===== src/rtl/lane_fmt_pkg.sv =====
package lane_fmt_pkg;

   // ----------------------------------------
   // Lane geometry toward the PHY
   // ----------------------------------------
   localparam int NUM_LANES = 7;                   // PHY lanes per user word
   localparam int LANE_BITS = 40;                  // Bits in one lane word

   // ----------------------------------------
   // Bit positions inside one lane word
   // ----------------------------------------
   localparam int PUSH_BIT  = 0;                   // Word valid toward the PHY
   localparam int STB_BIT   = 1;                   // Alignment strobe
   localparam int MRK_BIT   = 39;                  // Remote-rate word marker
   localparam int DATA_LO   = 2;                   // First payload bit

   // Payload sits between the strobe and the marker
   localparam int DATA_BITS_PER_LANE = MRK_BIT - DATA_LO;

   // ----------------------------------------
   // Lane types
   // ----------------------------------------
   typedef logic [LANE_BITS-1:0]           lane_word_t;
   typedef logic [NUM_LANES*LANE_BITS-1:0] lane_bus_t;    // Lane 0 in the low bits
   typedef logic [NUM_LANES-1:0]           lane_en_t;     // One transfer enable per lane

endpackage


===== src/rtl/link_cfg_pkg.sv =====
package link_cfg_pkg;

   // ----------------------------------------
   // Rate codes, used as clock divisors
   // ----------------------------------------
   typedef logic [3:0] rate_t;

   localparam rate_t RATE_FULL    = 4'h1;
   localparam rate_t RATE_HALF    = 4'h2;
   localparam rate_t RATE_QUARTER = 4'h4;

   // ----------------------------------------
   // Strobe spacing
   // ----------------------------------------
   localparam int STB_INTV_BASE = 24;              // Interval seen at the remote side

   // Counted in marked words, so scaled by full over half
   localparam int STROBE_INTV = (STB_INTV_BASE * RATE_FULL) / RATE_HALF;

   // ----------------------------------------
   // User side types
   // ----------------------------------------
   typedef logic [255:0] tdata_t;                  // One streaming user word
   typedef logic [31:0]  delay_raw_t;              // Start delay as driven by software
   typedef logic [15:0]  delay_t;                  // Start delay after scaling

endpackage


===== src/rtl/link_start_ctrl.sv =====
`timescale 1ns/1ps

module link_start_ctrl #(
   parameter link_cfg_pkg::rate_t LOCAL_RATE = link_cfg_pkg::RATE_FULL
) (
   input  logic                      m_wr_clk,
   input  logic                      m_wr_rst_n,
   input  lane_fmt_pkg::lane_en_t    i_sl_en,
   input  lane_fmt_pkg::lane_en_t    i_ms_en,
   input  link_cfg_pkg::delay_raw_t  i_delay_x,
   output logic                      o_sl_tx_transfer_en,
   output logic                      o_ms_tx_transfer_en,
   output logic                      o_link_ready
);
   import link_cfg_pkg::*;

   typedef enum logic [1:0] {ST_IDLE, ST_SYNC, ST_LOAD, ST_COUNT} start_state_t;

   start_state_t state;
   delay_t       dly_meta;
   delay_t       dly_sync;
   delay_t       dly_scaled;
   delay_t       dly_cnt;
   logic         all_en;

   // ----------------------------------------
   // Transfer enables, P2P form
   // ----------------------------------------
   assign o_sl_tx_transfer_en = &i_sl_en;
   assign o_ms_tx_transfer_en = &i_ms_en;
   assign all_en              = o_sl_tx_transfer_en & o_ms_tx_transfer_en;

   // Delay is quasi-static, two flops are enough
   always_ff @(posedge m_wr_clk)
   begin
      dly_meta <= delay_t'(i_delay_x);              // Low 16 bits only
      dly_sync <= dly_meta;
   end

   assign dly_scaled = dly_sync / LOCAL_RATE;       // Delay in local clock cycles

   // ----------------------------------------
   // Start countdown
   // ----------------------------------------
   always_ff @(posedge m_wr_clk)
   begin
      if (!m_wr_rst_n)
      begin
         state   <= ST_IDLE;
         dly_cnt <= '0;
      end
      else if (!all_en)
      begin
         state <= ST_IDLE;                          // Any lane drop restarts the wait
      end
      else
      begin
         case (state)
            ST_IDLE:  state <= ST_SYNC;
            ST_SYNC:  state <= ST_LOAD;             // Let the synchronizer settle
            ST_LOAD:
            begin
               dly_cnt <= dly_scaled;
               state   <= ST_COUNT;
            end
            ST_COUNT:
            begin
               if (dly_cnt != '0)
                  dly_cnt <= dly_cnt - 1'b1;        // Holds at zero once expired
            end
         endcase
      end
   end

   assign o_link_ready = (state == ST_COUNT) && (dly_cnt == '0);

   // A dropped enable closes the link on the very next edge
   a_ready_needs_en : assert property (@(posedge m_wr_clk) disable iff (!m_wr_rst_n)
      !all_en |=> !o_link_ready);

endmodule


===== src/rtl/marker_gen.sv =====
`timescale 1ns/1ps

module marker_gen #(
   parameter link_cfg_pkg::rate_t LOCAL_RATE  = link_cfg_pkg::RATE_FULL,
   parameter link_cfg_pkg::rate_t REMOTE_RATE = link_cfg_pkg::RATE_HALF
) (
   input  logic m_wr_clk,
   input  logic m_wr_rst_n,
   input  logic i_push,
   output logic o_marker
);
   import link_cfg_pkg::*;

   localparam rate_t PERIOD   = REMOTE_RATE / LOCAL_RATE;  // Local words per remote word
   localparam rate_t MRK_LAST = PERIOD - 1'b1;

   rate_t mrk_cnt;

   // ----------------------------------------
   // Position inside the remote word
   // ----------------------------------------
   always_ff @(posedge m_wr_clk)
   begin
      if (!m_wr_rst_n)
      begin
         mrk_cnt <= '0;
      end
      else if (i_push)
      begin
         if (mrk_cnt == MRK_LAST)
            mrk_cnt <= '0;                          // Remote word complete
         else
            mrk_cnt <= mrk_cnt + 1'b1;
      end
   end

   assign o_marker = (mrk_cnt == MRK_LAST);         // Last local word of the group

   a_cnt_in_period : assert property (@(posedge m_wr_clk) disable iff (!m_wr_rst_n)
      mrk_cnt < PERIOD);

endmodule


===== src/rtl/strobe_gen.sv =====
`timescale 1ns/1ps

module strobe_gen (
   input  logic m_wr_clk,
   input  logic m_wr_rst_n,
   input  logic i_push,
   input  logic i_marker,
   output logic o_strobe
);
   import link_cfg_pkg::*;

   localparam int                CNT_W    = $clog2(STROBE_INTV);
   localparam logic [CNT_W-1:0]  STB_LAST = CNT_W'(STROBE_INTV - 1);

   logic [CNT_W-1:0] stb_cnt;
   logic             mrk_push;

   assign mrk_push = i_push & i_marker;             // Only remote words advance the count

   // ----------------------------------------
   // Marked word counter
   // ----------------------------------------
   always_ff @(posedge m_wr_clk)
   begin
      if (!m_wr_rst_n)
      begin
         stb_cnt <= '0;
      end
      else if (mrk_push)
      begin
         if (stb_cnt == STB_LAST)
            stb_cnt <= '0;                          // Wrap after the strobe word
         else
            stb_cnt <= stb_cnt + 1'b1;
      end
   end

   // Strobe rides on the marked word that closes the interval
   assign o_strobe = i_marker && (stb_cnt == STB_LAST);

   // A sent strobe always sits on a marker and restarts the interval
   a_strobe_on_marker : assert property (@(posedge m_wr_clk) disable iff (!m_wr_rst_n)
      (i_push && o_strobe) |-> i_marker ##1 (stb_cnt == '0));

endmodule


===== src/rtl/lane_packer.sv =====
`timescale 1ns/1ps

module lane_packer (
   input  logic                     m_wr_clk,
   input  logic                     m_wr_rst_n,
   input  link_cfg_pkg::tdata_t     i_tdata,
   input  logic                     i_tvalid,
   input  logic                     i_link_ready,
   input  logic                     i_marker,
   input  logic                     i_strobe,
   output logic                     o_push,
   output lane_fmt_pkg::lane_bus_t  o_lanes
);
   import lane_fmt_pkg::*;

   localparam int PAY_BITS = NUM_LANES * DATA_BITS_PER_LANE;  // 259 payload slots
   localparam int PAD_BITS = PAY_BITS - $bits(i_tdata);

   logic [PAY_BITS-1:0] data_ext;
   lane_bus_t           lanes_nxt;
   lane_bus_t           lanes_q;
   logic                accept;

   // ----------------------------------------
   // Handshake
   // ----------------------------------------
   assign accept = i_tvalid & i_link_ready;
   assign o_push = accept;                          // One pulse per accepted word

   assign data_ext = {{PAD_BITS{1'b0}}, i_tdata};   // Top of lane 6 stays zero

   // ----------------------------------------
   // Lane word build
   // ----------------------------------------
   for (genvar n = 0; n < NUM_LANES; n++)
   begin : g_lane
      lane_word_t lane_w;

      assign lane_w[PUSH_BIT] = 1'b1;
      assign lane_w[STB_BIT]  = i_strobe;
      assign lane_w[MRK_BIT]  = i_marker;           // Same marker on every lane
      assign lane_w[DATA_LO +: DATA_BITS_PER_LANE] =
         data_ext[n*DATA_BITS_PER_LANE +: DATA_BITS_PER_LANE];

      assign lanes_nxt[n*LANE_BITS +: LANE_BITS] = lane_w;
   end

   // ----------------------------------------
   // Output register
   // ----------------------------------------
   always_ff @(posedge m_wr_clk)
   begin
      if (!m_wr_rst_n)
      begin
         lanes_q <= '0;
      end
      else if (accept)
      begin
         lanes_q <= lanes_nxt;
      end
      else
      begin
         lanes_q <= '0;                             // Idle cycle, push bits low
      end
   end

   assign o_lanes = lanes_q;

endmodule


===== src/rtl/leader_tx_top.sv =====
`timescale 1ns/1ps

module leader_tx_top #(
   parameter link_cfg_pkg::rate_t LOCAL_RATE  = link_cfg_pkg::RATE_FULL,
   parameter link_cfg_pkg::rate_t REMOTE_RATE = link_cfg_pkg::RATE_HALF
) (
   input  logic                      m_wr_clk,
   input  logic                      m_wr_rst_n,
   input  link_cfg_pkg::tdata_t      i_tx_tdata,
   input  logic                      i_tx_tvalid,
   output logic                      o_tx_tready,
   input  lane_fmt_pkg::lane_en_t    i_tx_sl_en,
   input  lane_fmt_pkg::lane_en_t    i_tx_ms_en,
   input  link_cfg_pkg::delay_raw_t  i_delay_x,
   output lane_fmt_pkg::lane_bus_t   o_ca2phy,
   output logic                      o_sl_tx_transfer_en,
   output logic                      o_ms_tx_transfer_en
);

   logic push;                                      // Accepted word this cycle
   logic marker;
   logic strobe;

   // ----------------------------------------
   // Link bring-up
   // ----------------------------------------
   link_start_ctrl #(
      .LOCAL_RATE           (LOCAL_RATE)
   ) u_link_start_ctrl (
      .m_wr_clk             (m_wr_clk),
      .m_wr_rst_n           (m_wr_rst_n),
      .i_sl_en              (i_tx_sl_en),
      .i_ms_en              (i_tx_ms_en),
      .i_delay_x            (i_delay_x),
      .o_sl_tx_transfer_en  (o_sl_tx_transfer_en),
      .o_ms_tx_transfer_en  (o_ms_tx_transfer_en),
      .o_link_ready         (o_tx_tready)            // Ready is the link-open level
   );

   // ----------------------------------------
   // Per-word control bits
   // ----------------------------------------
   marker_gen #(
      .LOCAL_RATE   (LOCAL_RATE),
      .REMOTE_RATE  (REMOTE_RATE)
   ) u_marker_gen (
      .m_wr_clk     (m_wr_clk),
      .m_wr_rst_n   (m_wr_rst_n),
      .i_push       (push),
      .o_marker     (marker)
   );

   strobe_gen u_strobe_gen (
      .m_wr_clk     (m_wr_clk),
      .m_wr_rst_n   (m_wr_rst_n),
      .i_push       (push),
      .i_marker     (marker),
      .o_strobe     (strobe)
   );

   lane_packer u_lane_packer (
      .m_wr_clk     (m_wr_clk),
      .m_wr_rst_n   (m_wr_rst_n),
      .i_tdata      (i_tx_tdata),
      .i_tvalid     (i_tx_tvalid),
      .i_link_ready (o_tx_tready),
      .i_marker     (marker),
      .i_strobe     (strobe),
      .o_push       (push),
      .o_lanes      (o_ca2phy)
   );

endmodule


===== config.mk =====
export PLATFORM = sky130hd
export DESIGN_NAME = leader_tx_top
export DESIGN_NICKNAME = d
export VERILOG_FILES = /design/src/rtl/lane_fmt_pkg.sv /design/src/rtl/link_cfg_pkg.sv /design/src/rtl/link_start_ctrl.sv /design/src/rtl/marker_gen.sv /design/src/rtl/strobe_gen.sv /design/src/rtl/lane_packer.sv /design/src/rtl/leader_tx_top.sv
export SDC_FILE = /design/constraint.sdc
export NUM_CORES = 1
export LEC_CHECK = 0
export BUFFER_PORTS_ARGS = -buffer_cell sky130_fd_sc_hd__buf_4
export CAP_MARGIN = 25
export CORE_AREA = 2 2 229 231
export CTS_BUF_LIST = sky130_fd_sc_hd__clkbuf_16
export DETAILED_ROUTE_END_ITERATION = 8
export DIE_AREA = 0 0 231 233
export PLACE_DENSITY = 0.53
export RECOVER_POWER = 50
export SYNTH_ARGS = -nofsm -noshare
export SYNTH_HDL_FRONTEND = slang
export SYNTH_HIERARCHICAL = 1
export SYNTH_SLANG_ARGS = --single-unit

===== constraint.sdc =====
create_clock -name m_wr_clk -period 2.5 [get_ports m_wr_clk]
set_input_delay 0.25 -clock m_wr_clk [delete_from_list [all_inputs] [get_ports m_wr_clk]]
set_output_delay 0.25 -clock m_wr_clk [all_outputs]
set_load 0.05 [all_outputs]

Word-level counts from Yosys, hierarchy flattened

Cells that the tools add are included.

Add/subtract/negate cells: 3
Equality and inequality tests: 6
Mux-type cells: 6
Bitwise gates (word level): 3
Reduce and logical (&&, ||, !) cells: 12

Operators by type and width:

| cell                                                                   | count |
|---|---|
| 241-bit 2-to-1 mux                                                     | 1 |
| 16-bit case mux with 2 select lines                                    | 1 |
| 16-bit zero test                                                       | 1 |
| 16-bit 2-to-1 mux                                                      | 1 |
| 16-bit nonzero test                                                    | 1 |
| 16-bit by 1-bit subtractor with 16-bit output (second input constant)  | 1 |
| 7-bit AND reduction                                                    | 2 |
| 4-bit by 1-bit adder with 4-bit output (second input constant)         | 2 |
| 4-bit 2-to-1 mux                                                       | 2 |
| 2-bit case mux with 3 select lines                                     | 1 |
| 2-bit equality test (second input constant)                            | 2 |
| 4-bit by 1-bit equality test with 1-bit output (second input constant) | 1 |
| 4-bit equality test (second input constant)                            | 1 |
| 2-bit AND reduction                                                    | 2 |
| 1-bit bitwise AND                                                      | 3 |
| 3-bit AND reduction                                                    | 1 |
| 3-bit nonzero test                                                     | 1 |
| 2-bit by 1-bit equality test with 1-bit output (second input constant) | 1 |
| 1-bit logical AND                                                      | 2 |
| 2-bit zero test                                                        | 1 |
| 2-bit by 1-bit != test with 1-bit output (second input constant)       | 1 |
| 2-bit nonzero test                                                     | 1 |

Bits in registers: 338
Input port bits: 305
Output and inout bits: 283
Logic and storage cells: 38

Depth between registers and ports, before layout

Gate-level depths: netlist (run 1).

Depth in word-level cells: 4
Mapped depth: 12

Cells and area by module

The synthesis (run 1) kept the hierarchy.

By module, submodules not included:

| module          | times used | cells an instance | area an instance (um2) |
|---|---|---|---|
| lane_packer     | 1          | 628               | 8299.2 |
| link_start_ctrl | 1          | 203               | 1958.1 |
| strobe_gen      | 1          | 25                | 198.9 |
| marker_gen      | 1          | 18                | 170.2 |

Worst setup path after synthesis (run 1)

OpenSTA, ideal clock, no wires.

Path type: reg-to-reg
From: register u_link_start_ctrl.dly_cnt[0]
To: register u_strobe_gen.stb_cnt[3]
Setup time: 74 ps
Data arrival time: 3212 ps
Required time: 2426 ps
Setup slack: -786 ps
Stages on the path, launching flop included: 13
Path buffers: 3
Cell sequence: dfxtp_1 > inv_1 > ha_1 > nor3b_2 > nand4_2 > nor2_1 > buf_4 > buf_4 > buf_2 > and2_1 > nand2_2 > or3_1 > a31oi_1

Word-level cells in the longest chain between the ends: 4

Ends and longest elaborated chain:

| element                  | RTL line              | RTL |
|---|---|---|
| start: declaration       | link_start_ctrl.sv:23 | `delay_t dly_cnt;` |
| start signal: assignment | link_start_ctrl.sv:63 | `dly_cnt <= dly_scaled;` |
| start signal: assignment | link_start_ctrl.sv:69 | `dly_cnt <= dly_cnt - 1'b1;` |
| 16-bit zero test         | link_start_ctrl.sv:75 | `assign o_link_ready = (state == ST_COUNT) && (dly_cnt == '0);` |
| 1-bit logical AND        | link_start_ctrl.sv:75 |  |
| named net o_tx_tready    | leader_tx_top.sv:11   | `output logic o_tx_tready,` |
| 1-bit bitwise AND        | lane_packer.sv:27     | `assign accept = i_tvalid & i_link_ready;` |
| named net push           | leader_tx_top.sv:20   | `logic push;` |
| 1-bit bitwise AND        | strobe_gen.sv:18      | `assign mrk_push = i_push & i_marker;` |
| end signal: assignment   | strobe_gen.sv:34      | `stb_cnt <= stb_cnt + 1'b1;` |
| end: declaration         | strobe_gen.sv:15      | `logic [CNT_W-1:0] stb_cnt;` |

The timed path passes the listed nets, and every way through them passes these cells.
A chain may end at the register's enable or synchronous reset.

Worst setup path in the final report (run 1)

From: register u_link_start_ctrl.dly_cnt[0]
To: output port o_tx_tready

Word-level cells in the longest chain between the ends: 2

Ends and longest elaborated chain:

| element           | RTL line |
|---|---|
| 16-bit zero test  | link_start_ctrl.sv:75 |
| 1-bit logical AND | link_start_ctrl.sv:75 |
| end: declaration  | leader_tx_top.sv:11 |

Every way passes these cells.

==> results of run 1 <==
## cell usage in the layout, fill, tap and decap left out, drive strengths merged, types with 4 or more instances in the layout
master and count:
nor3 4, nand3 15, o21ai 17, a21oi 14, and4 258, inv 26, clkinv 14, dfxtp 317
a21boi 7, nand2 28, ha 6, or3 8, clkbuf 319, nand4 6, dlygate4sd3 263, o22ai 6
nor2 11, buf 307, and2 4
## timing repair
action	CTS	global route
hold buffers	263	0
setup endpoints to repair	1	3
setup buffers	2	1
hold endpoints to repair	263	0
pin swaps	2	0
gates cloned	1	0
## metrics by stage
| stage | cells | hold WS (ps) | instance area, µm² | utilization (%) | power [mW] |
|---|---|---|---|---|---|
| after global routing | 2355 | 7.58 | 17900 | 35.1 | 11.5 |
| after detailed placement | 2023 | 312 | 15100 | 29.6 | 5.71 |
| final | 2355 | 37.4 | 17900 | 35.1 | 11.0 |
| after floorplan | 876 | 278 | 10700 | - | 5.37 |
| after global placement | 2023 | 312 | 15100 | 29.6 | 5.71 |
| after CTS | 2354 | 0.152 | 18900 | 37.1 | 11.2 |
## worst max path at each step
stage                                             from                    endpoint  depth (start not counted)
final                     u_link_start_ctrl/dly_cnt[0]                 o_tx_tready                          7
after CTS                 u_link_start_ctrl/dly_cnt[0]                 o_tx_tready                          7
after global placement    u_link_start_ctrl/dly_cnt[0]  u_lane_packer/o_lanes[236]                          8
after floorplan           u_link_start_ctrl/dly_cnt[0]     u_strobe_gen/stb_cnt[3]                         12
after global routing      u_link_start_ctrl/dly_cnt[1]                 o_tx_tready                          7
after detailed placement  u_link_start_ctrl/dly_cnt[0]  u_lane_packer/o_lanes[245]                          8
## per-layer routing
| metal | wire length, µm | track usage (%) |
|---|---|---|
| met1 | 16700 | 16.9 |
| met2 | 19700 | 24.1 |
| met3 | 3010 | 4.12 |
| met4 | 1040 | 5.12 |
| met5 | 0 | 0 |
## cells by family after synthesis
logic type | count (synthesis) | share of synthesized area (%)
multiplexers | 4 | 0.412
XOR/XNOR | 5 | 0.412
flip-flops | 317 | 59.7
AO/OA/AOI/OAI | 58 | 3.59
buffers and inverters | 133 | 8.93
adder cells (fa/ha/maj) | 6 | 0.706
other | 1 | 0.0353
AND/OR/NAND/NOR | 350 | 26.2
## layout make-up
| cell class | count | area (µm²) |
|---|---|---|
| clock buffer | 39 | 976 |
| clock inverter | 26 | 145 |
| fill | 5263 | 33100 |
| inverter | 16 | 60.1 |
| multi-input combinational | 426 | 3370 |
| sequential | 317 | 6350 |
| tap | 680 | 851 |
| timing repair buffer | 851 | 6200 |
## power breakdown
| part | switching (mW) | internal, mW | total (mW) |
|---|---|---|---|
| Clock | 2.11 | 2.91 | 5.03 |
| Sequential | 0.00856 | 5.08 | 5.09 |
| Combinational | 0.287 | 0.575 | 0.861 |
| Total | 2.41 | 8.57 | 11.0 |
## sequential cells by signal (all words and copies together) (netlist names)
name                        cells
u_link_start_ctrl/state         2
u_marker_gen/mrk_cnt            4
u_link_start_ctrl/dly_meta     16
u_link_start_ctrl/dly_sync     16
u_strobe_gen/stb_cnt            4
u_lane_packer/o_lanes         259
u_link_start_ctrl/dly_cnt      16
==> metrics.yaml, run 1 <==
status: "finished clean"
crit_slowest_cell: "dfxtp_2"
critPathMaxFanout: 36
port_buffers: 568
syn_area_um2: 10600
drcViolationCount: 0
hold_end: "u_lane_packer/o_lanes[22]"
syn_area_per_cell_um2: 12.2
fp-row-count: 83
die_y_um: 233
ir_drop_v: 0.000423
synth_commonest_cells: "317 x dfxtp_1, 258 x and4_1, 41 x buf_2, 28 x buf_4, 27 x nand2_1"
setup.worst_path.end_class: "output pin"
gp_congestion: 0.768
cp-start-kind: "flip-flop"
synth-seq-cells: 317
ff2ff_path_depth: 9
netlist_top_cells_area: "dfxtp_1 60%, and4_1 21%, buf_8 2.8%"
drt_iter0_markers: 436
cp_top_family: "simple AND/OR/NAND/NOR gates"
synth_flop_cell: "dfxtp_1"
synth_top_area_cell: "dfxtp_1"
tightest_slew_ps: 835
synth_edf_count: 0
hp-class: "input pin to flip-flop"
core_area_um2: 51100
cts_tree: "built"
rrSetupSlack_ps: 250
io_pins: 588
die_area_um2: 53800
period_minus_slack_ps: 2360
grt_use_total_pct: 14.1
ys_seq_area_share_pct: 59.7
grt-ovfl-total: 0
antenna_cells: 0
timing.rr.start: "u_link_start_ctrl/dly_cnt[0]"
crit_buf_inv: 3
max_stage_delay_ps: 340
arrival_ps: 2110
clk_latency_ps: 540
area_growth_pct: 68.9
first_global_vias: 10217
final_max_slew_viol_count: 0
setup_violations: 0
grt_max_degree: 126
worstHoldStart: "i_tx_tdata[20]"
h-tree-depth: 2
initial_core_util_pct: 20.8
worstPathCellList: "inv_2, ha_2, nor3b_4, nand4_4, nor2_4, buf_12, buf_4"
setup_ws_ps: 138
skew_ps: 16.0
viasPerCell: 4.19
dpl.hpwl_um: 26300
clockBufferDepth: 3
via_count: 9873
synth_cells: 874
min_period_over_period_pct: 94.5
synthMostInstantiatedCell: "dfxtp_1"
ys_types: 54
finalHoldViolCount: 0
rsz0062_at_grt: "false"
pre_cts_slack_ps: 220
cts_buffers: 37
dieWidth_um: 231
antenna_left: 0
cts.clk_slew.worst_paths_ps: 60
nNetsFinal: 1960
p_leak_nw: 7.53
p_per_area_nw_per_um2: 612
clock-sinks: 317
reg2reg_to: "u_lane_packer/o_lanes[208]"
critical_path_class: "flip-flop to output pin"
hold_depth: 2
cap_violations: 0
crit_required_ps: 2250
yosys.area.top_type_share_pct: 59.7
antenna_found_initial: 3
setup_tns_ps: 0
synthArstFlopShare_pct: 0
max-slew-margin-rel_pct: 44.6
ctsResizeCount: 0
grt_pass1_wl_um: 59300
wirelength_um: 40400
cts-root-buf: "clkbuf_16"
wire_per_inst_um: 17.2
max_freq_mhz: 423
drive_above_1_share_pct: 23.6
firstDrtPassIters: 4
ys.warnings.count: 6
No activity file was read; power rests on OpenSTA's default activity.
==> run 2: changes to the inputs <==
--- a/config.mk
+++ b/config.mk
@@ -9,10 +9,13 @@
 export CAP_MARGIN = 25
 export CORE_AREA = 2 2 229 231
 export CTS_BUF_LIST = sky130_fd_sc_hd__clkbuf_16
+export CTS_CLUSTER_SIZE = 28
 export DETAILED_ROUTE_END_ITERATION = 8
 export DIE_AREA = 0 0 231 233
 export PLACE_DENSITY = 0.53
 export RECOVER_POWER = 50
+export REMOVE_ABC_BUFFERS = 1
+export SETUP_SLACK_MARGIN = 0.3
 export SYNTH_ARGS = -nofsm -noshare
 export SYNTH_HDL_FRONTEND = slang
 export SYNTH_HIERARCHICAL = 1
==> run 2 against run 1 <==
Against the previous run: core utilization is 1.1 points higher; maximum frequency increased by 9.0%; clock skew decreased by 4.5 ps; highest routed layer is now met5; via count up 2.0%; combinational power hardly changed; sequential share of layout area is 1.1 points lower; routed wire length down 0.47%; non-clock buffer count increased by 27.
==> metrics.yaml, run 2 (synthesis gave the netlist of run 1 again) <==
tightest_slew_ps: 734  # was 835 ps
setup_tns_ps: 0  # unchanged
p_sw_share_pct: 21.4  # was 21.9%
cp-start-kind: "flip-flop"  # unchanged
clockBufferDepth: 3  # unchanged
seqCellArea_um2: 6350  # about the same
dieWidth_um: 231  # unchanged
intPower_mw: 9.45  # was 8.57 mW
p_clk_share_pct: 50.5  # was 45.8%
cts.clk_slew.worst_paths_ps: 60  # about the same
wire_per_inst_um: 16.8  # was 17.2 µm
area_growth_pct: 74.3  # was 68.9%
p_per_area_nw_per_um2: 649  # was 612 nW/µm²
grt_max_degree: 134  # was 126
hold_depth: 2  # unchanged
setup.worst_path.end_class: "output pin"  # unchanged
antenna_left: 0  # unchanged
drive_above_1_share_pct: 25.1  # was 23.6%
drcViolationCount: 0  # unchanged
max-slew-margin-rel_pct: 51.3  # was 44.6%
num-fill-cells: 5182  # was 5263
io_pins: 588  # unchanged
clk_latency_ps: 540  # about the same
timing.rr.start: "u_link_start_ctrl/dly_cnt[0]"  # unchanged
layout_commonest_cell: "dfxtp_1"  # unchanged
rsz0062_at_grt: "true"  # was false
die_area_um2: 53800  # unchanged
cts-root-buf: "clkbuf_16"  # unchanged
port_buffers: 568  # unchanged
finalHoldViolCount: 0  # unchanged
min_period_over_period_pct: 86.6  # was 94.5%
via_count: 10072  # was 9873
critPathMaxFanout: 3  # was 36
largest_register_ffs: 259  # unchanged
cts_buffers: 39  # was 37
dpl.hpwl_um: 24700  # was 26300 µm
final_max_slew_viol_count: 0  # unchanged
final_cell_mix: "315 x dfxtp_1, 311 x buf_4, 270 x dlygate4sd3_1, 264 x clkbuf_1, 258 x and4_1"  # was 315 x dfxtp_1, 296 x buf_4, 264 x clkbuf_1, 263 x dlygate4sd3_1, 258 x and4_1
gp_congestion: 0.761  # was 0.768
p_comb_share_pct: 7.2  # was 7.8%
h-tree-depth: 2  # unchanged
first_global_vias: 10403  # was 10217
p_seq_share_pct: 42.4  # was 46.4%
crit_start: "u_link_start_ctrl/dly_cnt[0]"  # unchanged
period_minus_slack_ps: 2170  # was 2360 ps
max_freq_mhz: 462  # was 423 MHz
grt_use_total_pct: 14.1  # about the same
critical_path_class: "flip-flop to output pin"  # unchanged
cts_tree: "built"  # unchanged
post-route-util_pct: 36.2  # was 35.1%
firstDrtPassIters: 4  # unchanged
p_sw_mw: 2.56  # was 2.41 mW
crit_required_ps: 2250  # about the same
skew_ps: 11.5  # was 16.0 ps
grt-ovfl-total: 0  # unchanged
ff2ff_path_depth: 12  # was 9
total_power_mw: 12.0  # was 11.0 mW
grt_pass1_wl_um: 59000  # was 59300 µm
clock-sinks: 317  # unchanged
multi_input_area_um2: 3390  # was 3370 µm²
fp-row-count: 83  # unchanged
core_area_um2: 51100  # unchanged
drt_iter0_markers: 310  # was 436
status: "finished clean"  # unchanged
p_leak_nw: 7.81  # was 7.53 nW
reg2reg_to: "u_marker_gen/mrk_cnt[3]"  # was u_lane_packer/o_lanes[208]
antenna_found_initial: 5  # was 3
die_y_um: 233  # unchanged
initial_core_util_pct: 20.8  # unchanged
wirelength_um: 40300  # was 40400 µm
hp-class: "input pin to flip-flop"  # unchanged
ir_drop_v: 0.000560  # was 0.000423 V
setup_violations: 0  # unchanged
arrival_ps: 1920  # was 2110 ps
cap_violations: 0  # unchanged
crit_end: "o_tx_tready"  # unchanged
nNetsFinal: 1989  # was 1960
rrSetupSlack_ps: 350  # was 250 ps
viasPerCell: 4.21  # was 4.19
run 2: cell count changes in the layout (fill, tap and decap cells not counted), moves of 4 or more:
cell,previous run,this run
dlygate4sd3_1,263,270
buf_6,2,6
bufinv_16,1,9
buf_4,296,311
buf_12,9,5
run 2: final cells by class:
cell class                 instances  area share, %
antenna                            2         0.0270
clock buffer                      39           5.27
clock inverter                    33           2.16
inverter                          16          0.351
multi-input combinational        426           18.3
sequential                       317           34.3
tap                              680           4.59
timing repair buffer             878           35.0
run 2: through the flow:
stage | setup slack [ps] | hold slack (ps) | instance area [µm²] | cells
after floorplan | -6000 | 278 | 9750 | 759
after global placement | 290 | 312 | 15100 | 2027
after detailed placement | 227 | 313 | 15100 | 2027
after CTS | 300 | 9.97 | 19400 | 2384
after global routing | 196 | 16.8 | 18500 | 2391
final | 334 | 42.1 | 18500 | 2391
run 2: power groups by stage:
stage               logic, mW  registers (mW)  clock network, mW
floorplan              0.0285            5.20                  0
global placement        0.496            5.20                  0
detailed placement      0.503            5.20                  0
CTS                     0.859            5.09               6.30
global route            0.926            5.09               6.50
finish                  0.863            5.09               6.06
run 2: routing by layer:
metal,global-route usage [%],vias to the layer above,wire [µm]
met2,24.4,404,20100
met3,4.49,80,3140
met4,6.49,6,1350
met1,15.6,4724,15600
li1,-,4858,-
met5,0,-,36
run 2: repair_timing:
item | 4_1_cts | 5_1_grt
pin swaps | 4 | 7
resized for setup | 17 | 9
endpoints found under the hold margin | 270 | 0
hold buffers | 270 | 0
endpoints found under the setup margin | 26 | 98
setup buffers | 12 | 4
cloned | 3 | 1
run 2: how the worst min path moves through the flow:
stage | startpoint | end
detailed placement | u_link_start_ctrl/dly_meta[5] | u_link_start_ctrl/dly_sync[5]
finish | i_tx_tdata[159] | u_lane_packer/o_lanes[173]
global placement | u_link_start_ctrl/dly_meta[4] | u_link_start_ctrl/dly_sync[4]
floorplan | i_delay_x[0] | u_link_start_ctrl/dly_meta[0]
CTS | i_tx_tdata[159] | u_lane_packer/o_lanes[173]
global route | i_tx_tdata[75] | u_lane_packer/o_lanes[83]
run 2: worst max-delay path, cell delays in order, from the launching register on:
cell and delay, ps:
dfxtp_4 350, inv_4 60, ha_4 120, nor3b_4 190, nand4_2 140, nor2_4 230
buf_12 150, buf_12 130
==> run 3: changes to the inputs <==
--- a/config.mk
+++ b/config.mk
@@ -8,14 +8,13 @@
 export BUFFER_PORTS_ARGS = -buffer_cell sky130_fd_sc_hd__buf_4
 export CAP_MARGIN = 25
 export CORE_AREA = 2 2 229 231
-export CTS_BUF_LIST = sky130_fd_sc_hd__clkbuf_16
 export CTS_CLUSTER_SIZE = 28
 export DETAILED_ROUTE_END_ITERATION = 8
 export DIE_AREA = 0 0 231 233
 export PLACE_DENSITY = 0.53
 export RECOVER_POWER = 50
 export REMOVE_ABC_BUFFERS = 1
-export SETUP_SLACK_MARGIN = 0.3
+export SETUP_SLACK_MARGIN = 0.1
 export SYNTH_ARGS = -nofsm -noshare
 export SYNTH_HDL_FRONTEND = slang
 export SYNTH_HIERARCHICAL = 1
==> run 3 against run 2 <==
Against the previous run: non-clock buffer count decreased by 12; maximum frequency fell by 4.7%; first-iteration DRC count is 1.6% higher; sequential cell count stayed put; largest power group unchanged; global-route usage hardly changed; die area is the same.
==> metrics.yaml, run 3 (synthesis gave the netlist of run 1 again) <==
h-tree-depth: 2  # unchanged
final_cell_mix: "315 x dfxtp_1, 303 x buf_4, 271 x clkbuf_1, 270 x dlygate4sd3_1, 258 x and4_1"  # was 315 x dfxtp_1, 311 x buf_4, 270 x dlygate4sd3_1, 264 x clkbuf_1, 258 x and4_1
total_power_mw: 12.2  # was 12.0 mW
antenna_found_initial: 5  # unchanged
rsz0062_at_grt: "false"  # was true
grt-ovfl-total: 0  # unchanged
final_area_um2: 18400  # was 18500 µm²
timing.rr.start: "u_link_start_ctrl/dly_cnt[0]"  # unchanged
period_minus_slack_ps: 2270  # was 2170 ps
crit_required_ps: 2250  # about the same
viasPerCell: 4.21  # about the same
largest_register_ffs: 259  # unchanged
setup.worst_path.end_class: "output pin"  # unchanged
critical_path_class: "flip-flop to output pin"  # unchanged
placed_area_um2: 15100  # unchanged
p_sw_mw: 2.57  # was 2.56 mW
cts_tree: "built"  # unchanged
clock-sinks: 317  # unchanged
first_global_vias: 10372  # was 10403
via_count: 10016  # was 10072
min_period_over_period_pct: 90.9  # was 86.6%
arrival_ps: 2020  # was 1920 ps
wirelength_um: 39700  # was 40300 µm
clk_latency_ps: 540  # about the same
firstDrtPassIters: 4  # unchanged
grt_use_total_pct: 14.0  # was 14.1%
skew_ps: 15.2  # was 11.5 ps
critPathMaxFanout: 4  # was 3
layout_commonest_cell: "dfxtp_1"  # unchanged
drt_iter0_markers: 315  # was 310
nNetsFinal: 1977  # was 1989
grt_pass1_wl_um: 58700  # was 59000 µm
hold_end: "u_lane_packer/o_lanes[173]"  # unchanged
dieWidth_um: 231  # unchanged
final_max_slew_viol_count: 0  # unchanged
gp_congestion: 0.761  # unchanged
initial_core_util_pct: 20.8  # unchanged
drcViolationCount: 0  # unchanged
rrSetupSlack_ps: 320  # was 350 ps
cts.clk_slew.worst_paths_ps: 60  # about the same
instances_no_fill: 2379  # was 2391
cp-start-kind: "flip-flop"  # unchanged
die_y_um: 233  # unchanged
p_seq_share_pct: 41.6  # was 42.4%
p_per_area_nw_per_um2: 664  # was 649 nW/µm²
p_leak_nw: 7.73  # was 7.81 nW
cap_violations: 0  # unchanged
cts-root-buf: "clkbuf_16"  # unchanged
clockBufferDepth: 3  # unchanged
tightest_slew_ps: 768  # was 734 ps
core_area_um2: 51100  # unchanged
io_pins: 588  # unchanged
reg2reg_to: "u_strobe_gen/stb_cnt[3]"  # was u_marker_gen/mrk_cnt[3]
max-slew-margin-rel_pct: 49.0  # was 51.3%
worstHoldStart: "i_tx_tdata[159]"  # unchanged
cts_buffers: 39  # unchanged
p_clk_share_pct: 51.3  # was 50.5%
p_sw_share_pct: 21.0  # was 21.4%
max_freq_mhz: 440  # was 462 MHz
p_comb_share_pct: 7.1  # was 7.2%
setup_violations: 0  # unchanged
ir_drop_v: 0.000570  # was 0.000560 V
ff2ff_path_depth: 10  # was 12
area_growth_pct: 73.3  # was 74.3%
grt_max_degree: 134  # unchanged
port_buffers: 568  # unchanged
wire_per_inst_um: 16.7  # was 16.8 µm
status: "finished clean"  # unchanged
finalHoldViolCount: 0  # unchanged
hold_depth: 2  # unchanged
hp-class: "input pin to flip-flop"  # unchanged
intPower_mw: 9.66  # was 9.45 mW
dpl.cell_count: 2027  # unchanged
drive_above_1_share_pct: 24.7  # was 25.1%
fp-row-count: 83  # unchanged
antenna_left: 0  # unchanged
num-fill-cells: 5199  # was 5182
die_area_um2: 53800  # unchanged
dpl.hpwl_um: 24700  # unchanged
==> run 3: changes by cell type in the layout (fill, tap and decap cells not counted), sizes merged <==
| cell | change |
|---|---|
| clkinv | -6 |
| buf | -11 |
| inv | -7 |
| clkbuf | +12 |
==> run 3: critical path, cell delays in order (launching register included) <==
cell	delay [ps]
dfxtp_2	350
inv_2	90
ha_4	140
nor3b_4	200
nand4_2	150
nor2_4	250
buf_12	160
buf_8	140
==> run 3: worst max path at each step <==
stage                                  from                         end  slack, ps  depth (start not counted)
6_report       u_link_start_ctrl/dly_cnt[0]                 o_tx_tready        230                          7
5_1_grt        u_link_start_ctrl/dly_cnt[0]                 o_tx_tready        110                          7
4_1_cts        u_link_start_ctrl/dly_cnt[0]                 o_tx_tready         40                          7
3_5_place_dp   u_link_start_ctrl/dly_cnt[0]  u_lane_packer/o_lanes[209]        230                          8
3_3_place_gp   u_link_start_ctrl/dly_cnt[0]     u_strobe_gen/stb_cnt[3]        290                          9
2_1_floorplan    u_link_start_ctrl/state[0]     u_strobe_gen/stb_cnt[3]      -6000                          7
==> run 3: per-stage QoR <==
stage	hold WS (ps)	util [%]	setup TNS [ps]	setup WS [ps]
floorplan	278	-	-1472660	-6000
global placement	312	29.5	0	290
global route	21.0	36.0	0	109
CTS	10.1	37.9	0	39.9
finish	42.3	36.0	0	228
detailed placement	313	29.5	0	227
==> run 3: final cells by class <==
| cell class | count | area, µm² | area share, % |
|---|---|---|---|
| diodes | 2 | 5.00 | 0.0272 |
| multi-input cells | 426 | 3370 | 18.3 |
| well taps | 680 | 851 | 4.62 |
| repair buffers | 866 | 6350 | 34.5 |
| clock buffers | 52 | 1080 | 5.89 |
| flip-flops and latches | 317 | 6350 | 34.5 |
| clock inverters | 20 | 350 | 1.90 |
| inverters | 16 | 60.1 | 0.326 |
==> run 3: per-layer routing <==
layer,up-vias,part of all wire [%],track usage [%]
li1,4827,-,-
met1,4665,39,15.6
met2,435,50,24.6
met3,83,7.9,4.39
met4,6,3.6,6.27
met5,-,0.11,0
==> run 3: timing repair <==
| item | in CTS | in global routing |
|---|---|---|
| endpoints found under the hold margin | 270 | 0 |
| gates cloned | 3 | 0 |
| endpoints found under the setup margin | 1 | 147 |
| pin swaps | 1 | 2 |
| hold buffers | 270 | 0 |
| gates resized for setup | 2 | 9 |
| setup buffers | 4 | 2 |
==> run 3: power groups by stage <==
stage	clock, mW	sequential (mW)	combinational [mW]
after floorplan	0	5.20	0.0285
final	6.28	5.09	0.863
after global placement	0	5.20	0.496
after global routing	6.71	5.09	0.926
after detailed placement	0	5.20	0.503
after CTS	6.52	5.09	0.859
